[config.mk]
export PLATFORM = sky130hd
export DESIGN_NAME = page_resolve
export DESIGN_NICKNAME = d
export VERILOG_FILES = /design/src/verilog/mmu_cp0_pkg.sv /design/src/verilog/mmu_addr_pkg.sv /design/src/verilog/page_resolve.sv
export SDC_FILE = /design/constraint.sdc
export NUM_CORES = 1
export LEC_CHECK = 0
export BUFFER_PORTS_ARGS = -buffer_cell sky130_fd_sc_hd__buf_2
export CAP_MARGIN = 20
export CORE_AREA = 5 5 58 60
export DETAILED_ROUTE_END_ITERATION = 8
export DIE_AREA = 0 0 63 65
export GPL_TIMING_DRIVEN = 0
export PLACE_DENSITY = 0.88
export RECOVER_POWER = 100
export SETUP_SLACK_MARGIN = 0.4
export SYNTH_ARGS = -nofsm -noshare
export SYNTH_HDL_FRONTEND = slang
export SYNTH_SLANG_ARGS = --single-unit
[constraint.sdc]
create_clock -name vclk -period 1.5
set_clock_uncertainty 0.05 [all_clocks]
set_input_delay 0.225 -clock vclk [all_inputs]
set_output_delay 0.225 -clock vclk [all_outputs]
set_load 0.05 [all_outputs]
[src/verilog/mmu_cp0_pkg.sv]
package mmu_cp0_pkg;

    // joint TLB geometry
    localparam int TLB_ENTRIES = 32;
    localparam int TLB_IDX_W = 5;

    // cache attribute meaning uncached
    localparam logic [2:0] UNCACHED_C = 3'd2;

    typedef struct packed {
        logic [18:0] vpn2;
        logic [4:0]  zero;
        logic [7:0]  asid;
    } entry_hi_t;

    typedef struct packed {
        logic [5:0]  zero;
        logic [19:0] pfn;
        logic [2:0]  c;
        logic        d;
        logic        v;
        logic        g;
    } entry_lo_t;

    // mask bits cover address bits 28:13
    typedef struct packed {
        logic [2:0]  zero_hi;
        logic [15:0] mask;
        logic [12:0] zero_lo;
    } page_mask_t;

    // one page of the even/odd pair
    typedef struct packed {
        logic [19:0] pfn;
        logic [2:0]  c;
        logic        d;
        logic        v;
    } tlb_half_t;

    typedef struct packed {
        logic [18:0] vpn2;
        logic [7:0]  asid;
        logic        g;
        logic [15:0] mask;
        tlb_half_t   lo0;
        tlb_half_t   lo1;
    } tlb_entry_t;

    typedef struct packed {
        logic tlbp;
        logic tlbr;
        logic tlbwi;
        logic tlbwr;
    } tlb_cmd_t;

    typedef enum logic [2:0] {
        ENTRY_HI,
        PAGE_MASK,
        ENTRY_LO0,
        ENTRY_LO1,
        INDEX,
        RANDOM
    } cp0_reg_e;

endpackage

[src/verilog/mmu_addr_pkg.sv]
package mmu_addr_pkg;

    // upper bits 2'b10 select kseg0/kseg1
    localparam logic [1:0] KSEG01_TOP = 2'd2;
    localparam logic [2:0] KSEG1_SEG = 3'd5;

    // one virtual address, seen as mapped page or as segment
    typedef union packed {
        struct packed {
            logic [18:0] vpn2;
            logic        odd;
            logic [11:0] offset;
        } mapped;
        struct packed {
            logic [2:0]  seg;
            logic [28:0] seg_off;
        } seg;
    } vaddr_u;

    typedef struct packed {
        vaddr_u vaddr;
        logic   read;
        logic   write;
    } data_req_t;

    typedef struct packed {
        logic [19:0] pfn;
        logic        uncached;
    } xlate_t;

    typedef struct packed {
        logic refill;
        logic invalid;
        logic modify;
    } tlb_exc_t;

    typedef struct packed {
        logic                               hit;
        logic [mmu_cp0_pkg::TLB_IDX_W-1:0] idx;
    } lookup_t;

endpackage

[src/verilog/page_resolve.sv]
`timescale 1ns/1ps

module page_resolve (
    input  mmu_addr_pkg::vaddr_u    vaddr,
    input  logic                    read,
    input  logic                    write,
    input  mmu_addr_pkg::lookup_t   look,
    input  mmu_cp0_pkg::tlb_entry_t entry,
    output mmu_addr_pkg::xlate_t    xlate,
    output mmu_addr_pkg::tlb_exc_t  exc
);

    logic                   unmapped;
    logic                   kseg1;
    logic                   access;
    mmu_cp0_pkg::tlb_half_t half;

    assign unmapped = vaddr.seg.seg[2:1] == mmu_addr_pkg::KSEG01_TOP;
    assign kseg1 = vaddr.seg.seg == mmu_addr_pkg::KSEG1_SEG;
    assign access = read | write;

    // bit 12 picks the even or odd page
    assign half = vaddr.mapped.odd ? entry.lo1 : entry.lo0;

    always_comb begin
        if (unmapped) begin
            // fixed window onto the low 512 MB
            xlate.pfn = {3'b000, vaddr.seg.seg_off[28:12]};
            xlate.uncached = kseg1;
        end else begin
            xlate.pfn = half.pfn;
            xlate.uncached = half.c == mmu_cp0_pkg::UNCACHED_C;
        end
    end

    always_comb begin
        exc = '0;
        if (!unmapped) begin
            exc.refill = access & ~look.hit;
            exc.invalid = access & look.hit & ~half.v;
            // store to a clean valid page
            exc.modify = write & look.hit & half.v & ~half.d;
        end
    end

endmodule

**After elaboration in Yosys (flattened, before gate mapping)**

Cells that the tools add are included.
Widths: inputs -> output; s select.

- Bits in registers: 0
- Bits of input ports: 134

- Equality and inequality tests: 3
- Muxes and demuxes: 3
- Bitwise gates (word level): 10

Operators by type and width:

| kind | count |
|---|---|
| $mux 25 | 1 |
| $mux 21 | 1 |
| $and 1x1->1 | 6 |
| $eq 3x2->1 const B | 1 |
| $eq 3x3->1 const B | 1 |
| $mux 3 | 1 |
| $not 1->1 | 3 |
| $eq 2x2->1 const B | 1 |
| $or 1x1->1 | 1 |

**Logic depth before layout (Yosys ltp)**

- Word-level depth: 4
- Depth in mapped cells: 5

**Least setup slack after synthesis**

OpenSTA, ideal clock, no wires.

- Path type: input -> output
- Start: in vaddr[12] (netlist bit)
- End: out xlate[1] (netlist bit)
- Arrival: 1.591 ns
- Required time: 1.225 ns
- Setup slack: -0.366 ns
- Stages on the path: 3
- Buffers on the path: 2
- Cell sequence: buf_6 > buf_6 > o21ai_0

RTL lines:

| item | RTL line | text |
|---|---|---|
| from (decl) | page_resolve.sv:4 | `input mmu_addr_pkg::vaddr_u vaddr,` |
| to (decl) | page_resolve.sv:9 | `output mmu_addr_pkg::xlate_t xlate,` |

==> flow_metrics.env <==
export IMPL_end_kind="primary output"
export IMPL_timing_critical_path_required_ps=1220
export IMPL_rsz0062_at_grt="true"
export IMPL_syn_to_final_growth_pct=202
export IMPL_status="finished, final reports clean"
export IMPL_initialDrtViolationCount=41
export IMPL_hpwl_um=2390
export IMPL_wl_um=3210
export IMPL_regArea_um2=0
export IMPL_n_antenna_cell=0
export IMPL_grt_overflow=0
export IMPL_path_max_fanout=8
export IMPL_p_per_area_nw_per_um2=451
export IMPL_postCtsHoldBufs=0
export IMPL_grt_pass1_vias=1034
export IMPL_final_cell_mix="buf_2, buf_6, mux2i_1"
export IMPL_drive_gt1_share_pct=88.3
export IMPL_critPathKind="input pin to primary output"
export IMPL_leakage_uw=0.000856
export IMPL_tightest_slew_ps=360
export IMPL_crit_path_start_kind="input pin"
export IMPL_drv_slew=0
export IMPL_tns_ps=0
export IMPL_coreArea_um2=2880
export IMPL_yosys_cell_types_count=18
export IMPL_die_x_um=63
export IMPL_final_antenna_net_count=0
export IMPL_die_area_um2=4100
export IMPL_drc_errors=0
export IMPL_synthesis_nets=213
export IMPL_fp_dieH_um=65
export IMPL_max_slew_margin_rel_pct=75.9
export IMPL_dr_pass1_iters=3
export IMPL_yosysWarnings=0
export IMPL_seq_area_frac_synth_pct=0
export IMPL_hold_class="input pin to primary output"
export IMPL_cp_arrival_ps=1120
export IMPL_grt_usage_pct=14.3
export IMPL_portBuffers=96
export IMPL_vias=978
export IMPL_wire_per_inst_um=15.1
export IMPL_dp_cells=208
export IMPL_synth_avg_cell_area_um2=6.98
export IMPL_fillerInstances=247
export IMPL_hold_violations=0
export IMPL_avgViaCountPerCell=4.59
export IMPL_vdd_ir_drop_max_mv=0.270
export IMPL_start_util_pct=19.2
export IMPL_clock_buffers=0
export IMPL_synth_cells=79
export IMPL_final_common_cell="buf_2"
export IMPL_grt_max_degree=11
export IMPL_antenna_found_initial=0
export IMPL_max_cap_violations=0
export IMPL_grt_pass1_wl_um=4740
export IMPL_rows=20
export IMPL_period_share_pct=92.9
export IMPL_fin_crit_ps=1390
export IMPL_design_seq_count=0
export IMPL_syn_area_um2=552
export IMPL_ios=158
export IMPL_layout_cells_non_filler=213
export IMPL_fmax_ghz=0.718
export IMPL_p_total_uw=751
export IMPL_nets=316
export IMPL_gp_congestion=0.732
export IMPL_setup_violations=0
layout make-up:
type	count	area, um2	area share, %
repair buffers	101	684	41.1
well taps	33	41.3	2.48
plain buffers	7	119	7.13
multi-input cells	72	822	49.3
routing by layer:
metal	wire [um]	GRT usage (%)	vias to the layer above
li1	-	-	486
met1	1090	15.9	428
met2	1600	25.6	64
met3	523	7.28	0
met4	0	0	0
met5	0	0	-
metrics by stage:
stage	utilization (%)	setup slack (ps)	hold slack, ps	cell area [um2]
4_1_cts	57.7	142	726	1660
2_1_floorplan	-	163	464	732
5_1_grt	57.9	59.3	753	1670
6_report	57.9	106	736	1670
3_3_place_gp	43.6	-18.6	772	1250
3_5_place_dp	43.6	-39.3	780	1250
power by group:
part | internal [uW] | total [uW] | switching (uW)
sequential | 0 | 0 | 0
combinational | 324 | 751 | 427
clock | 0 | 0 | 0
worst paths after layout:
path | endpoint | slack, ps | cells past startpoint | startpoint
max | exc[2] | 110 | 6 | vaddr[31]
min | xlate[17] | 740 | 4 | vaddr[28]
timing repair:
item,CTS,global route
endpoints found under the setup margin,24,24
gates cloned,2,0
gates resized for setup,94,15
pin swaps,13,4
setup buffers,3,0
worst max-delay path: stages:
cell and delay, ps:
buf_6 90, nor2b_4 130, buf_12 150, buf_16 140, nor3_4 140, clkbuf_4 250
logic make-up after synthesis:
kind of cell	Yosys count	share of synthesized area (%)
mux	19	34.5
simple gates	34	33.1
buf+inv	7	13.8
compound gates	19	18.6
cells in the mapped netlist:
cell / count / share of area, %
nor3_1: 1 / 0.91
clkbuf_2: 1 / 0.91
o21ai_0: 3 / 2.7
nor2b_4: 1 / 2.5
buf_6: 5 / 10
o21ai_1: 15 / 14
mux2i_1: 19 / 34
nand2b_1: 1 / 1.1
nand2b_4: 1 / 2.5
and4_1: 1 / 1.6
buf_8: 1 / 2.7
nand2_1: 18 / 12
o22ai_2: 1 / 2.3
nand4_1: 1 / 1.1
nor2_1: 7 / 4.8
nor4bb_1: 1 / 1.8
nor3_2: 1 / 1.8
nor4b_2: 1 / 2.7
Note: power is estimated with default switching activity, not from simulation.
