**src/verilog/mmu_cp0_pkg.sv**
```systemverilog
package mmu_cp0_pkg;

    // joint TLB geometry
    localparam int TLB_ENTRIES = 32;
    localparam int TLB_IDX_W = 5;

    // cache attribute meaning uncached
    localparam logic [2:0] UNCACHED_C = 3'd2;

    typedef struct packed {
        logic [18:0] vpn2;
        logic [4:0]  zero;
        logic [7:0]  asid;
    } entry_hi_t;

    typedef struct packed {
        logic [5:0]  zero;
        logic [19:0] pfn;
        logic [2:0]  c;
        logic        d;
        logic        v;
        logic        g;
    } entry_lo_t;

    // mask bits cover address bits 28:13
    typedef struct packed {
        logic [2:0]  zero_hi;
        logic [15:0] mask;
        logic [12:0] zero_lo;
    } page_mask_t;

    // one page of the even/odd pair
    typedef struct packed {
        logic [19:0] pfn;
        logic [2:0]  c;
        logic        d;
        logic        v;
    } tlb_half_t;

    typedef struct packed {
        logic [18:0] vpn2;
        logic [7:0]  asid;
        logic        g;
        logic [15:0] mask;
        tlb_half_t   lo0;
        tlb_half_t   lo1;
    } tlb_entry_t;

    typedef struct packed {
        logic tlbp;
        logic tlbr;
        logic tlbwi;
        logic tlbwr;
    } tlb_cmd_t;

    typedef enum logic [2:0] {
        ENTRY_HI,
        PAGE_MASK,
        ENTRY_LO0,
        ENTRY_LO1,
        INDEX,
        RANDOM
    } cp0_reg_e;

endpackage

```
**src/verilog/mmu_addr_pkg.sv**
```systemverilog
package mmu_addr_pkg;

    // upper bits 2'b10 select kseg0/kseg1
    localparam logic [1:0] KSEG01_TOP = 2'd2;
    localparam logic [2:0] KSEG1_SEG = 3'd5;

    // one virtual address, seen as mapped page or as segment
    typedef union packed {
        struct packed {
            logic [18:0] vpn2;
            logic        odd;
            logic [11:0] offset;
        } mapped;
        struct packed {
            logic [2:0]  seg;
            logic [28:0] seg_off;
        } seg;
    } vaddr_u;

    typedef struct packed {
        vaddr_u vaddr;
        logic   read;
        logic   write;
    } data_req_t;

    typedef struct packed {
        logic [19:0] pfn;
        logic        uncached;
    } xlate_t;

    typedef struct packed {
        logic refill;
        logic invalid;
        logic modify;
    } tlb_exc_t;

    typedef struct packed {
        logic                               hit;
        logic [mmu_cp0_pkg::TLB_IDX_W-1:0] idx;
    } lookup_t;

endpackage

```
**src/verilog/cp0_mmu_regs.sv**
```systemverilog
`timescale 1ns/1ps

module cp0_mmu_regs (
    input  logic                               clk,
    input  logic                               rst,
    input  logic                               mtc0_en,
    input  mmu_cp0_pkg::cp0_reg_e              mtc0_sel,
    input  logic [31:0]                        mtc0_data,
    input  mmu_cp0_pkg::cp0_reg_e              mfc0_sel,
    output logic [31:0]                        mfc0_data,
    input  mmu_cp0_pkg::tlb_cmd_t              tlb_cmd,
    input  mmu_addr_pkg::lookup_t              probe,
    input  mmu_cp0_pkg::tlb_entry_t            rd_entry,
    output mmu_cp0_pkg::entry_hi_t             entry_hi,
    output mmu_cp0_pkg::page_mask_t            page_mask,
    output mmu_cp0_pkg::entry_lo_t             entry_lo0,
    output mmu_cp0_pkg::entry_lo_t             entry_lo1,
    output logic [mmu_cp0_pkg::TLB_IDX_W-1:0] index,
    output logic [mmu_cp0_pkg::TLB_IDX_W-1:0] random
);

    // probe failure flag, bit 31 of Index
    logic index_p;

    // register images rebuilt from the stored entry for TLBR
    mmu_cp0_pkg::entry_hi_t  rd_hi;
    mmu_cp0_pkg::page_mask_t rd_mask;
    mmu_cp0_pkg::entry_lo_t  rd_lo0;
    mmu_cp0_pkg::entry_lo_t  rd_lo1;

    // global bit goes back into both halves
    assign rd_hi = {rd_entry.vpn2, 5'b0, rd_entry.asid};
    assign rd_mask = {3'b0, rd_entry.mask, 13'b0};
    assign rd_lo0 = {6'b0, rd_entry.lo0.pfn, rd_entry.lo0.c, rd_entry.lo0.d,
                     rd_entry.lo0.v, rd_entry.g};
    assign rd_lo1 = {6'b0, rd_entry.lo1.pfn, rd_entry.lo1.c, rd_entry.lo1.d,
                     rd_entry.lo1.v, rd_entry.g};

    always_ff @(posedge clk) begin
        if (rst) begin
            entry_hi <= '0;
            page_mask <= '0;
            entry_lo0 <= '0;
            entry_lo1 <= '0;
            index <= '0;
            index_p <= 1'b0;
        end else if (tlb_cmd.tlbr) begin
            entry_hi <= rd_hi;
            page_mask <= rd_mask;
            entry_lo0 <= rd_lo0;
            entry_lo1 <= rd_lo1;
        end else if (tlb_cmd.tlbp) begin
            // miss leaves only the P bit set
            index_p <= ~probe.hit;
            index <= probe.hit ? probe.idx : '0;
        end else if (mtc0_en) begin
            case (mtc0_sel)
                mmu_cp0_pkg::ENTRY_HI:  entry_hi <= {mtc0_data[31:13], 5'b0, mtc0_data[7:0]};
                mmu_cp0_pkg::PAGE_MASK: page_mask <= {3'b0, mtc0_data[28:13], 13'b0};
                mmu_cp0_pkg::ENTRY_LO0: entry_lo0 <= {6'b0, mtc0_data[25:0]};
                mmu_cp0_pkg::ENTRY_LO1: entry_lo1 <= {6'b0, mtc0_data[25:0]};
                mmu_cp0_pkg::INDEX: begin
                    index <= mtc0_data[mmu_cp0_pkg::TLB_IDX_W-1:0];
                    index_p <= 1'b0;
                end
                // random is read only
                default: ;
            endcase
        end
    end

    // free-running, wraps 0 -> 31
    always_ff @(posedge clk) begin
        if (rst) begin
            random <= '1;
        end else begin
            random <= random - 1'b1;
        end
    end

    always_comb begin
        mfc0_data = '0;
        case (mfc0_sel)
            mmu_cp0_pkg::ENTRY_HI:  mfc0_data = entry_hi;
            mmu_cp0_pkg::PAGE_MASK: mfc0_data = page_mask;
            mmu_cp0_pkg::ENTRY_LO0: mfc0_data = entry_lo0;
            mmu_cp0_pkg::ENTRY_LO1: mfc0_data = entry_lo1;
            mmu_cp0_pkg::INDEX: begin
                mfc0_data = 32'(index);
                mfc0_data[31] = index_p;
            end
            mmu_cp0_pkg::RANDOM:    mfc0_data = 32'(random);
            default:                mfc0_data = '0;
        endcase
    end

endmodule

```
**config.mk**
```make
export PLATFORM = sky130hd
export DESIGN_NAME = cp0_mmu_regs
export DESIGN_NICKNAME = d
export VERILOG_FILES = /design/src/verilog/mmu_cp0_pkg.sv /design/src/verilog/mmu_addr_pkg.sv /design/src/verilog/cp0_mmu_regs.sv
export SDC_FILE = /design/constraint.sdc
export NUM_CORES = 1
export LEC_CHECK = 0
export ABC_AREA = 1
export BUFFER_PORTS_ARGS = -buffer_cell sky130_fd_sc_hd__buf_4
export CAP_MARGIN = 20
export CORE_ASPECT_RATIO = 1.25
export CORE_MARGIN = 10
export CORE_UTILIZATION = 48
export CTS_CLUSTER_SIZE = 20
export DETAILED_ROUTE_END_ITERATION = 6
export PLACE_DENSITY = 0.83
export SYNTH_ARGS = -nofsm -noshare
export SYNTH_HDL_FRONTEND = slang
export SYNTH_SLANG_ARGS = --single-unit
```
**constraint.sdc**
```tcl
create_clock -name clk -period 2.91 [get_ports clk]
set_input_delay 0.4365 -clock clk [delete_from_list [all_inputs] [get_ports clk]]
set_output_delay 0.4365 -clock clk [all_outputs]
set_load 0.01 [all_outputs]
```
# Yosys cells after proc, flatten, opt, wreduce, memory -nomap -nowiden
# Cells that the tools add are included.
# classes
n_addsub	1
n_mul	0
div_mod_pow	0
order_cmp	0
eq_ne	10
n_shift	0
n_mux	24
bitwise	2
reduce_logical	14
# op_table
cell	n
$mux W26	8
$pmux W32 S6	1
$mux W32	4
$mux W29	4
$mux W5	4
$reduce_and A3 Y1	5
$reduce_bool A2 Y1	7
$eq A3 B2 Y1 const B	4
$eq A3 B3 Y1 const B	3
$eq A3 B1 Y1 const B	2
$logic_not A3 Y1	2
$sub A5 B1 Y5 const B	1
$mux W1	3
$ne A2 B2 Y1 const B	1
$not A1 Y1	2
# word_totals
register_bits	106
latch_bits	0
mem_bits_rw	0
rom_bits	0
inputBits	145
word_cells	67
mem_count	0

# Longest topological paths before layout
# depth
ltp_word	5
mapped_depth	9

# Least setup slack after synthesis
# No wires, ideal clock.
# synth_timing
path_type	input -> output
from	in mfc0_sel[0]
to	out mfc0_data[13]
arrival_ps	1243
required_ps	2474
setup_slack_ps	1231
path_stages	5
path_buffers	2
path_cell_list	buf_2 > inv_1 > nand3_2 > buf_2 > o2111ai_1
# synth_between
elab_chain_len	2
word_cells_on_any_way	7
classes_between	5 x eq/ne; 1 x mux; 1 x reduce/logical
# synth_lines
element	line_no	rtl
start, declared	cp0_mmu_regs.sv:9	input mmu_cp0_pkg::cp0_reg_e mfc0_sel,
$eq A3 B3 Y1 (tied with other cells)	cp0_mmu_regs.sv:83	case (mfc0_sel)
$pmux W32 S6 *	cp0_mmu_regs.sv:83	
end, declared	cp0_mmu_regs.sv:10	output logic [31:0] mfc0_data,
# Mark *: on every way between the ends. The rest lies on a longest branch, timed or not.

# Worst setup path after layout
# layout_timing
from	in mfc0_sel[2]
to	out mfc0_data[26]
# Same word-level chain as after synthesis.

==> impl_metrics.tcl <==
set metrics [dict create \
    rsz0062_at_grt "false" \
    status "finished clean" \
    max_slew_margin 0.557 \
    setup_tns_ns 0 \
    wl_per_cell_um 17.0 \
    die-area_sq_um 18200 \
    fin_util 0.666 \
    min-delay-path-class "primary input to register" \
    drtIter0Drc 606 \
    grt_pass1_wl_mm 36.1 \
    grt_usage 0.247 \
    cts_max_level 3 \
    antenna_left 0 \
    fin_hold_ws_ns 0.401 \
    grt_max_degree 67 \
    drive_gt1_frac 0.256 \
    drt_first_pass_iters 5 \
    startpoint_type "primary input" \
    insertion_delay_ns 0.34 \
    post-cts-setup-buffers 0 \
    timing.final.crit_share 0.763 \
    crit_slowest_cell "buf_4" \
    ys_seq_area_frac 0.336 \
    powerDensity_nw_per_um2 448 \
    worst_pin_slew_ns 0.661 \
    path_clk_slew_ns 0.08 \
    yosysWarnings 0 \
    path_cells "buf_4 > inv_2 > buf_4 > nand3_1 > o21ai_0 > buf_4" \
    die_h_um 148 \
    synth-seq-cells 106 \
    syn2layout_area_growth_pct 34.9 \
    ioPinCount 315 \
    synth-compound-area-share 0.0972 \
    top_layer_used "met5" \
    cts_tree "built" \
    core_sq_um 12800 \
    gr-total-overflow 0 \
    finalSetupViolCount 0 \
    fmax_ghz 0.451 \
    fin_skew_ns 0.00569 \
    endpoint_kind "output pin" \
    vias_per_cell 5.14 \
    numPortBuffers 279 \
    drc 0 \
    cpPeakStageDelay_ns 0.39 \
    clock_path_buffers 2 \
    wl_met2_mm 12.2 \
    routed_wl_mm 24.5 \
    num_vias 7387 \
    critical_path_class "primary input to output pin" \
    wl_met1_mm 8.73 \
    leakage_nw 4.62 \
    rows 46 \
    crit_top_cell "buf_4" \
    cp_num_buf_inv 4 \
    clkSinkCount 106 \
    wl_met3_mm 2.59 \
    peakVddDrop_mv 0.411 \
    critical_path_arrival_ns 1.78 \
    start_util 0.494 \
    cts_root_buffer "clkbuf_16" \
    hold_buffers 0 \
    syn-cell-area_sq_um 6310 \
    synth.mux.area_fraction 0 \
    synthAdderAreaFrac 0.00198 \
    drv_cap 0 \
    hold_viol_final 0 \
    synth_xor_area_frac 0 \
    hpwl_mm 18.2 \
    cts_made_buffers 9 \
    dieWidth_um 123 \
    slew_violations 0 \
    synth_top_family_by_area "simple AND/OR/NAND/NOR gates" \
    period_minus_slack_ns 2.22 \
    synthDistinctLibCells 26 \
    crit_required_ns 2.47 \
    synthCells 1028 \
    syn_area_per_cell_sq_um 6.14 \
    gp_congestion 0.853 \
    cts_resized 0 \
    antenna_found_initial 1 \
    grt_pass1_vias 6922 \
    diodes 0 \
    cp_max_fo 33 \
    critPathTopFamily "buffers and inverters" \
    synth-simple-area-share 0.413 \
    fin_nets 1409 \
]
## synthesized netlist by cell type
library cell | number | area [sq um]
nand2_1 | 376 | 1410
nor2_1 | 116 | 435
nand3_1 | 108 | 541
dfxtp_1 | 106 | 2120
inv_1 | 81 | 304
a21oi_1 | 65 | 325
buf_4 | 42 | 315
buf_2 | 26 | 130
clkbuf_1 | 21 | 78.8
o21ai_0 | 17 | 85.1
nand4_1 | 14 | 87.6
o2111ai_1 | 13 | 114
o22ai_1 | 10 | 62.6
buf_6 | 9 | 101
inv_2 | 4 | 15.0
nand2_2 | 4 | 25.0
nand3_2 | 4 | 40.0
o221ai_1 | 3 | 26.3
buf_1 | 2 | 7.51
conb_1 | 1 | 3.75
ha_1 | 1 | 12.5
nand2_4 | 1 | 11.3
nand3_4 | 1 | 17.5
nor2_4 | 1 | 11.3
nor2_8 | 1 | 20.0
or2_2 | 1 | 6.26
## layout by cell type, fill, tap and decap left out
master and count:
o22ai_1 10, nand4_1 14, dfxtp_1 106, nand2_1 376, nand3_4 1, clkinv_2 2
nor2_4 1, clkinvlp_4 1, conb_1 33, inv_1 80, clkbuf_16 9, nand3_2 4
nor2_8 1, clkbuf_8 2, or2_2 1, nor2_1 116, inv_4 1, nand2_4 1
clkbuf_1 1, nand3_1 108, o221ai_1 3, inv_2 4, buf_12 2, o21ai_0 17
buf_4 290, nand2_2 4, ha_1 1, a21oi_1 65, o2111ai_1 13, clkinv_4 1
## logic make-up (layout without fill, tap and decap cells)
logic type,Yosys count,count (layout)
buf+inv,185,393
other cells,1,33
flops,106,106
compound gates,108,108
fa+ha+maj,1,1
simple gates,627,627
## power breakdown
group / switching [W] / leakage [nW] / internal (W)
Clock: 0.000552 / 0.139 / 0.000628
Sequential: 0.0000730 / 0.876 / 0.00156
Combinational: 0.000564 / 3.61 / 0.000441
Total: 0.00119 / 4.62 / 0.00263
## flip-flops by register name (all words and copies together) (netlist names)
| signal | cells |
|---|---|
| index | 5 |
| entry_hi | 27 |
| page_mask | 16 |
| random | 5 |
| index_p | 1 |
| entry_lo0 | 26 |
| entry_lo1 | 26 |
## path summary, 6_finish.rpt
kind / depth (start not counted) / end / slack (ns) / start
min reg2reg: 1 / random[0] / 0.42 / random[0]
min: 5 / entry_lo0[12] / 0.40 / rd_entry[36]
max reg2reg: 6 / random[2] / 1.84 / random[0]
max: 6 / mfc0_data[26] / 0.69 / mfc0_sel[2]
## layout make-up
type | instances | area [sq um]
clock buffers | 12 | 256
clock inverters | 4 | 26.3
fillers | 1189 | 4270
inverters | 85 | 322
multi-input cells | 769 | 3360
flip-flops and latches | 106 | 2120
well taps | 168 | 210
repair buffers | 292 | 2220
## per-stage QoR
| step | cell area [sq um] | std cells | setup WS, ns | power, W |
|---|---|---|---|---|
| floorplan | 6430 | 1060 | 1.23 | 0.00221 |
| global placement | 8230 | 1420 | 0.679 | 0.00265 |
| detailed placement | 8230 | 1420 | 0.694 | 0.00266 |
| CTS | 8510 | 1436 | 0.723 | 0.00382 |
| global route | 8510 | 1436 | 0.628 | 0.00398 |
| finish | 8510 | 1436 | 0.691 | 0.00382 |
## worst reg2reg max path: stages, from the launching register on
cell and delay (ns):
dfxtp_1 0.36, inv_1 0.10, ha_1 0.22, nand2_1 0.09, inv_1 0.06, nor2_1 0.07, o21ai_0 0.08
## per-layer routing
layer  track usage  vias up
met4        0.0956        2
met3        0.0860       65
met1         0.262     3324
li1              -     3653
met2         0.436      343
met5             0        -
(Power assumes the default switching activity.)
