$ cat config.mk
export PLATFORM = sky130hd
export DESIGN_NAME = tlb_data_stage
export DESIGN_NICKNAME = d
export VERILOG_FILES = /design/src/verilog/mmu_cp0_pkg.sv /design/src/verilog/mmu_addr_pkg.sv /design/src/verilog/tlb_data_stage.sv
export SDC_FILE = /design/constraint.sdc
export NUM_CORES = 1
export LEC_CHECK = 0
export BUFFER_PORTS_ARGS = -buffer_cell sky130_fd_sc_hd__buf_2
export CAP_MARGIN = 20
export CORE_MARGIN = 3
export CORE_UTILIZATION = 41
export CTS_BUF_LIST = sky130_fd_sc_hd__clkbuf_8
export DETAILED_ROUTE_END_ITERATION = 8
export PLACE_DENSITY = 0.74
export SYNTH_ARGS = -nofsm -noshare
export SYNTH_HDL_FRONTEND = slang
export SYNTH_SLANG_ARGS = --single-unit
$ cat constraint.sdc
create_clock -name clk -period 1.7 [get_ports clk]
set_input_delay 0.255 -clock clk [delete_from_list [all_inputs] [get_ports clk]]
set_output_delay 0.255 -clock clk [all_outputs]
set_load 0.02 [all_outputs]
$ cat src/verilog/mmu_cp0_pkg.sv
package mmu_cp0_pkg;

    // joint TLB geometry
    localparam int TLB_ENTRIES = 32;
    localparam int TLB_IDX_W = 5;

    // cache attribute meaning uncached
    localparam logic [2:0] UNCACHED_C = 3'd2;

    typedef struct packed {
        logic [18:0] vpn2;
        logic [4:0]  zero;
        logic [7:0]  asid;
    } entry_hi_t;

    typedef struct packed {
        logic [5:0]  zero;
        logic [19:0] pfn;
        logic [2:0]  c;
        logic        d;
        logic        v;
        logic        g;
    } entry_lo_t;

    // mask bits cover address bits 28:13
    typedef struct packed {
        logic [2:0]  zero_hi;
        logic [15:0] mask;
        logic [12:0] zero_lo;
    } page_mask_t;

    // one page of the even/odd pair
    typedef struct packed {
        logic [19:0] pfn;
        logic [2:0]  c;
        logic        d;
        logic        v;
    } tlb_half_t;

    typedef struct packed {
        logic [18:0] vpn2;
        logic [7:0]  asid;
        logic        g;
        logic [15:0] mask;
        tlb_half_t   lo0;
        tlb_half_t   lo1;
    } tlb_entry_t;

    typedef struct packed {
        logic tlbp;
        logic tlbr;
        logic tlbwi;
        logic tlbwr;
    } tlb_cmd_t;

    typedef enum logic [2:0] {
        ENTRY_HI,
        PAGE_MASK,
        ENTRY_LO0,
        ENTRY_LO1,
        INDEX,
        RANDOM
    } cp0_reg_e;

endpackage

$ cat src/verilog/mmu_addr_pkg.sv
package mmu_addr_pkg;

    // upper bits 2'b10 select kseg0/kseg1
    localparam logic [1:0] KSEG01_TOP = 2'd2;
    localparam logic [2:0] KSEG1_SEG = 3'd5;

    // one virtual address, seen as mapped page or as segment
    typedef union packed {
        struct packed {
            logic [18:0] vpn2;
            logic        odd;
            logic [11:0] offset;
        } mapped;
        struct packed {
            logic [2:0]  seg;
            logic [28:0] seg_off;
        } seg;
    } vaddr_u;

    typedef struct packed {
        vaddr_u vaddr;
        logic   read;
        logic   write;
    } data_req_t;

    typedef struct packed {
        logic [19:0] pfn;
        logic        uncached;
    } xlate_t;

    typedef struct packed {
        logic refill;
        logic invalid;
        logic modify;
    } tlb_exc_t;

    typedef struct packed {
        logic                               hit;
        logic [mmu_cp0_pkg::TLB_IDX_W-1:0] idx;
    } lookup_t;

endpackage

$ cat src/verilog/tlb_data_stage.sv
`timescale 1ns/1ps

module tlb_data_stage (
    input  logic                    clk,
    input  logic                    rst,
    input  logic                    stall,
    input  logic                    flush,
    input  mmu_addr_pkg::data_req_t req_e,
    input  mmu_addr_pkg::lookup_t   look_e,
    output mmu_addr_pkg::data_req_t req_m,
    output mmu_addr_pkg::lookup_t   look_m
);

    // E -> M register for the data port
    always_ff @(posedge clk) begin
        if (rst || flush) begin
            // clearing read/write silences the M-stage exceptions
            req_m <= '0;
            look_m <= '0;
        end else if (!stall) begin
            req_m <= req_e;
            look_m <= look_e;
        end
    end

endmodule

; ---- Yosys cells after proc, flatten, opt, wreduce, memory -nomap -nowiden
; Cells that the tools add are included.
[word_totals]
regBits = 40
latchBits = 0
ram_bits = 0
rom_bits = 0
inputBits = 44
output_inout_bits = 40
wordCells = 6
n_memories = 0
[op_classes]
n_addsub = 0
multipliers = 0
div_mod_pow = 0
magnitude_cmp = 0
eq_ne = 0
shifts = 0
muxes = 0
bitwise = 0
reduce_logical = 1
[ops]
columns = cell, count
row1 = 1-bit logical OR, 1

; ---- Logic depth before layout (Yosys ltp)
; Gate-level depths: netlist of run 1.
[depth]
ltp_word = 1
ltp_mapped = 4
mapped_depth_nobuf = 2

; ---- Least setup slack after synthesis of run 1
; No wires, ideal clock.
[synth_path]
kind = in2reg
start = in stall
end = reg look_m[0] (netlist name)
setup_ns = 0.114
t_arrival_ns = 0.777
t_required_ns = 1.586
path_slack_ns = 0.809
stages = 4
n_path_buf = 2
path_cell_list = buf_2 -> buf_4 -> mux2i_1 -> nor2_1
[synth_rtl]
columns = item, line
row1 = "start, declared", tlb_data_stage.sv:6  ; input logic stall,
row2 = "end signal, assigned", tlb_data_stage.sv:22  ; look_m <= look_e;
row3 = "end, declared", tlb_data_stage.sv:11  ; output mmu_addr_pkg::lookup_t look_m

; ---- Final worst setup path of run 1
[layout_path]
start = reg look_m[1] (netlist name)
end = out look_m[1] (netlist name)
; No word-level cell between the ends.

==> results.cfg, run 1 <==
[run_status]
status = finished, final reports clean

[logic_synthesis]
yosys_warnings = 0
syn_area_sq_um = 1440
synthAdderAreaFrac_pct = 0
yosys-top-cells-area = dfxtp_1 56%, mux2i_1 28%, nor2_1 10%, buf_6 3.1%, buf_4 2.1%
yosysTopAreaCell = dfxtp_1
synthCells = 131
synth_mux_area_share_pct = 27.8
synth_nets = 175
yosys.area_share.simple_pct = 10.8
synth_top_area_share_pct = 55.5
ys_seq_area_share_pct = 55.5
synthArstFlopShare_pct = 0
synth_compound_area_share_pct = 0
synth_top_flop_cell = dfxtp_1
synth_xor_area_share_pct = 0
avgSynthCellArea_sq_um = 11.0
synth_top_family_by_area = multiplexers
synth_enable_flop_cells = 0
ys_ff_latch = 40
synthDistinctLibCells = 8
yosys-top-cells-count = 40 x dfxtp_1, 40 x mux2i_1, 40 x nor2_1

[final_layout]
n_antenna_cell = 0
drive_above_1_share_pct = 42.7
area_delta_synth_final_pct = 33.4
final_nets = 257

[setup_path]
cp-start-kind = flip-flop
worst-path-buf-inv = 1
crit_path_top_delay_cell = dfxtp_1
required_ps = 1440
crit_path_end_kind = output port
max_stage_delay_ps = 340
crit_chain = buf_2
worst-path-max-fanout = 2
cp_data_arrival_time_ps = 780
crit_family = flip-flops
path_class = flip-flop to output port

[timing]
max_freq_mhz = 962
setup_viol = 0
finalMaxSlewViolations = 0
finalHoldViolCount = 0
setup_tns_ps = 0
period_share_pct = 61.1
worst_pin_slew_ps = 386
fin_ws_ps = 660
fin_hold_ws_ps = 206
period_needed_ps = 1040
rsz0062_at_grt = false
skew_ps = 0
slew_headroom_pct = 74.3

[power_and_ir_drop]
p_int_uw = 1340
ir_drop_mv = 0.566
seqPwrFrac_pct = 56.1
p_comb_share_pct = 13.1
power_switching_uw = 411
powerDensity_nw_per_um2 = 910
total_leakage_power_uw = 0.00105
pwr-share-clk_pct = 30.8
switching_share_pct = 23.5

[clock_network]
cts_tree = yes
postCtsSetupBuffers = 0
cts-buffers-inserted = 5
clock_latency_ps = 270
htreeDepth = 2
post_cts_hold_buffer_count = 0
clockRootBuffer = clkbuf_8
clock-sinks = 40
ctsResizeCount = 0
cts_buffer_depth = 2
clkSlewWorstSetupHoldPaths_ps = 70

[min_path]
min_path_type = input port to flip-flop

[floorplan]
num_rows = 20
die_w_um = 65.3
die_area_sq_um = 4270
initial_core_util_pct = 45.0
io_pins = 84
core_area_sq_um = 3200
die_y_um = 65.3

[drt]
drtPass1Iterations = 4
routedWlPerCell_um = 11.7
post-route-drc-count = 0
drt-total-wl_mm = 2.99
ant_nets = 0
viasPerCell = 4.58
num_vias = 1167
drt_iter0_drc = 62

[place]
pre_cts_ws_ps = 627
gp_congestion = 0.678
place_hpwl_mm = 2.17
numPortBuffers = 83

[global_route]
grt_max_degree = 41
grt_pass1_wl_mm = 4.82
antenna_found_initial = 0
grtUsageTotal_pct = 14.6
grt_overflow = 0
first_global_vias = 1123

[flow_run]
cap_violations = 0
==> sequential cells by signal, indices dropped and copies added, names as in the netlist <==
name    flops
look_m      6
req_m      34
==> cells in the final DEF, fill, tap and decap left out <==
master / instances
buf_12: 1
nor2_1: 40
buf_2: 83
or2_1: 1
buf_4: 1
mux2i_1: 40
dfxtp_1: 40
clkbuf_8: 5
==> layout make-up <==
class                   count  area [sq um]
clock buffers               5          68.8
multi-input cells          81           557
well taps                  44          55.1
flip-flops and latches     40           801
repair buffers             85           443
fillers                   297          1280
==> layer usage <==
metal / part of all wire (%) / vias up / GRT usage [%]
met3: 10 / 4 / 7.35
met2: 48 / 52 / 25.5
met1: 41 / 525 / 15.2
li1: - / 586 / -
met4: 0.87 / 0 / 4.66
met5: 0 / - / 0
==> cells by family after synthesis <==
group / count (synthesis)
DFF: 40
muxes: 40
and+or+nand+nor: 41
buffers and inverters: 10
==> worst register-to-register path: cells and delay by family, from the launching register on <==
kind,cells,cell delay [ps]
DFF,1,310
muxes,1,140
and+or+nand+nor,1,60
==> power groups by stage <==
stage / clock [uW] / sequential (uW) / combinational, uW
6_report: 539 / 982 / 230
5_1_grt: 598 / 986 / 252
4_1_cts: 565 / 982 / 233
3_5_place_dp: 0 / 1000 / 233
3_3_place_gp: 0 / 1000 / 230
2_1_floorplan: 0 / 1040 / 111
==> path summary, 6_finish.rpt <==
check	slack, ps	endpoint	start	cells after the start
min reg2reg	490	req_m[6]$_SDFFE_PP0N_	req_m[6]$_SDFFE_PP0N_	2
max	660	look_m[1]	look_m[1]$_SDFFE_PP0N_	1
max reg2reg	1060	req_m[33]$_SDFFE_PP0N_	req_m[33]$_SDFFE_PP0N_	2
min	210	req_m[6]$_SDFFE_PP0N_	req_e[6]	3
==> stage by stage <==
| step | util [%] | instance area [sq um] | instances | total power [uW] |
|---|---|---|---|---|
| after global routing | 60.1 | 1920 | 255 | 1840 |
| after CTS | 60.1 | 1920 | 255 | 1780 |
| after floorplan | - | 1440 | 131 | 1150 |
| after detailed placement | 57.9 | 1860 | 250 | 1240 |
| after global placement | 57.9 | 1860 | 250 | 1230 |
| final | 60.1 | 1920 | 255 | 1750 |
Power figures use the tool's default switching activity.
==> run 2, diff against run 1 <==
==> constraint.sdc (replaced) <==
create_clock -name clk -period 0.96 [get_ports clk]
set_input_delay 0.144 -clock clk [delete_from_list [all_inputs] [get_ports clk]]
set_output_delay 0.144 -clock clk [all_outputs]
set_load 0.02 [all_outputs]
==> run 2 against run 1 <==
Against the previous run:
- clock skew is the same
- setup slack lost 620 ps
- sequential power grew 77%
- first-iteration DRC count shrank 24%
- die area is the same
- combinational power grew 92%
==> results.cfg, run 2 (synthesis results as in run 1) <==
[timing]
skew_ps = 0
finalHoldViolCount = 0
finalMaxSlewViolations = 0
worst_pin_slew_ps = 130
max_freq_mhz = 1090
setup_viol = 0
period_share_pct = 95.5
rsz0062_at_grt = false
slew_headroom_pct = 91.1
period_needed_ps = 917
setup_tns_ps = 0

[power_and_ir_drop]
total_leakage_power_uw = 0.00109
pwr-share-clk_pct = 34.1
powerDensity_nw_per_um2 = 1620
power_switching_uw = 735
p_int_uw = 2580
ir_drop_mv = 1.02
switching_share_pct = 22.2
p_comb_share_pct = 13.4
seqPwrFrac_pct = 52.6

[global_route]
antenna_found_initial = 0
grt_overflow = 0
grt_max_degree = 41
grt_pass1_wl_mm = 4.60
grtUsageTotal_pct = 14.2
first_global_vias = 1091

[drt]
viasPerCell = 4.39
ant_nets = 0
drt_iter0_drc = 47
routedWlPerCell_um = 11.2
post-route-drc-count = 0
drt-total-wl_mm = 2.90
drtPass1Iterations = 4
num_vias = 1138

[clock_network]
postCtsSetupBuffers = 0
clockRootBuffer = clkbuf_8
cts_tree = yes
clock_latency_ps = 270
htreeDepth = 2
clock-sinks = 40
post_cts_hold_buffer_count = 0
ctsResizeCount = 0
clkSlewWorstSetupHoldPaths_ps = 70
cts_buffer_depth = 2
cts-buffers-inserted = 5

[min_path]
hold_path_depth = 3
min_path_type = input port to flip-flop

[setup_path]
crit_chain = buf_2
worst-path-max-fanout = 2
reg2reg_depth = 2
path_class = flip-flop to output port
max_stage_delay_ps = 330
crit_family = flip-flops
worst-path-buf-inv = 1
cp_num_cells = 1
required_ps = 820
crit_path_top_delay_cell = dfxtp_1
crit_path_end_kind = output port
cp_data_arrival_time_ps = 770
cp-start-kind = flip-flop

[floorplan]
die_w_um = 65.3
num_rows = 20
io_pins = 84
initial_core_util_pct = 45.0
core_area_sq_um = 3200
die_area_sq_um = 4270
die_y_um = 65.3

[flow_run]
cap_violations = 0

[final_layout]
largest_reg_flops = 34
largest_register = req_m
area_delta_synth_final_pct = 41.9
most-common-layout-cells = 68 x buf_2, 40 x mux2i_1, 40 x nor2_1
drive_above_1_share_pct = 45.6
final_common_cell = buf_2
reg.largest.list = req_m (34), look_m (6)
n_fill_cell = 298
final_nets = 259
n_antenna_cell = 0
final_util_pct = 63.9

[place]
place_hpwl_mm = 2.18
gp_congestion = 0.675
numPortBuffers = 83

[run_status]
status = finished, final reports clean
[run 2: changes by cell type in the layout (fill, tap and decap cells not counted)]
cell	change
buf_12	+3
buf_2	-15
buf_4	+14
clkbuf_8	+2
dfxtp_1	-4
dfxtp_2	+4
[run 2: per-stage QoR]
step,worst slack [ps],total power (uW),std cells,area [sq um],hold WS [ps]
floorplan,180,2040,131,1440,288
global placement,86.0,2210,252,1910,375
detailed placement,79.0,2210,252,1910,381
CTS,9.10,3350,259,2000,85.7
global route,0.307,3480,259,2050,88.6
finish,43.4,3310,259,2050,94.9
[run 2: power groups by stage]
stage,clock network (uW),registers (uW),logic [uW]
after global placement,0,1780,434
after detailed placement,0,1780,437
after CTS,1180,1740,438
after global routing,1260,1750,480
final,1130,1740,442
after floorplan,0,1850,197
[run 2: worst paths after layout]
| path | start | to | slack (ps) |
|---|---|---|---|
| worst max-delay path | req_m[1]$_SDFFE_PP0N_ | req_m[1] | 40 |
| worst min register to register | req_m[19]$_SDFFE_PP0N_ | req_m[19]$_SDFFE_PP0N_ | 490 |
| worst min-delay path | req_e[21] | req_m[21]$_SDFFE_PP0N_ | 90 |
| worst max register to register | req_m[25]$_SDFFE_PP0N_ | req_m[25]$_SDFFE_PP0N_ | 340 |
[run 2: worst register-to-register path: stages, from the launching register on]
cell	delay [ps]
dfxtp_1	320
mux2i_1	140
nor2_1	50
[run 2: area by class of cell]
cell class	instances	area [sq um]	area share, %
clock buffers	7	96.3	4.71
flip-flops and latches	40	806	39.4
multi-input cells	81	557	27.2
repair buffers	87	533	26.0
well taps	44	55.1	2.69
[run 2: metal layers]
layer  wire length (um)  up-vias  global-route usage [%]
met2               1410       46                    24.8
met3                270        2                    7.52
met4                 17        0                    3.89
li1                   -      593                       -
met5                  0        -                       0
met1               1200      497                    14.7
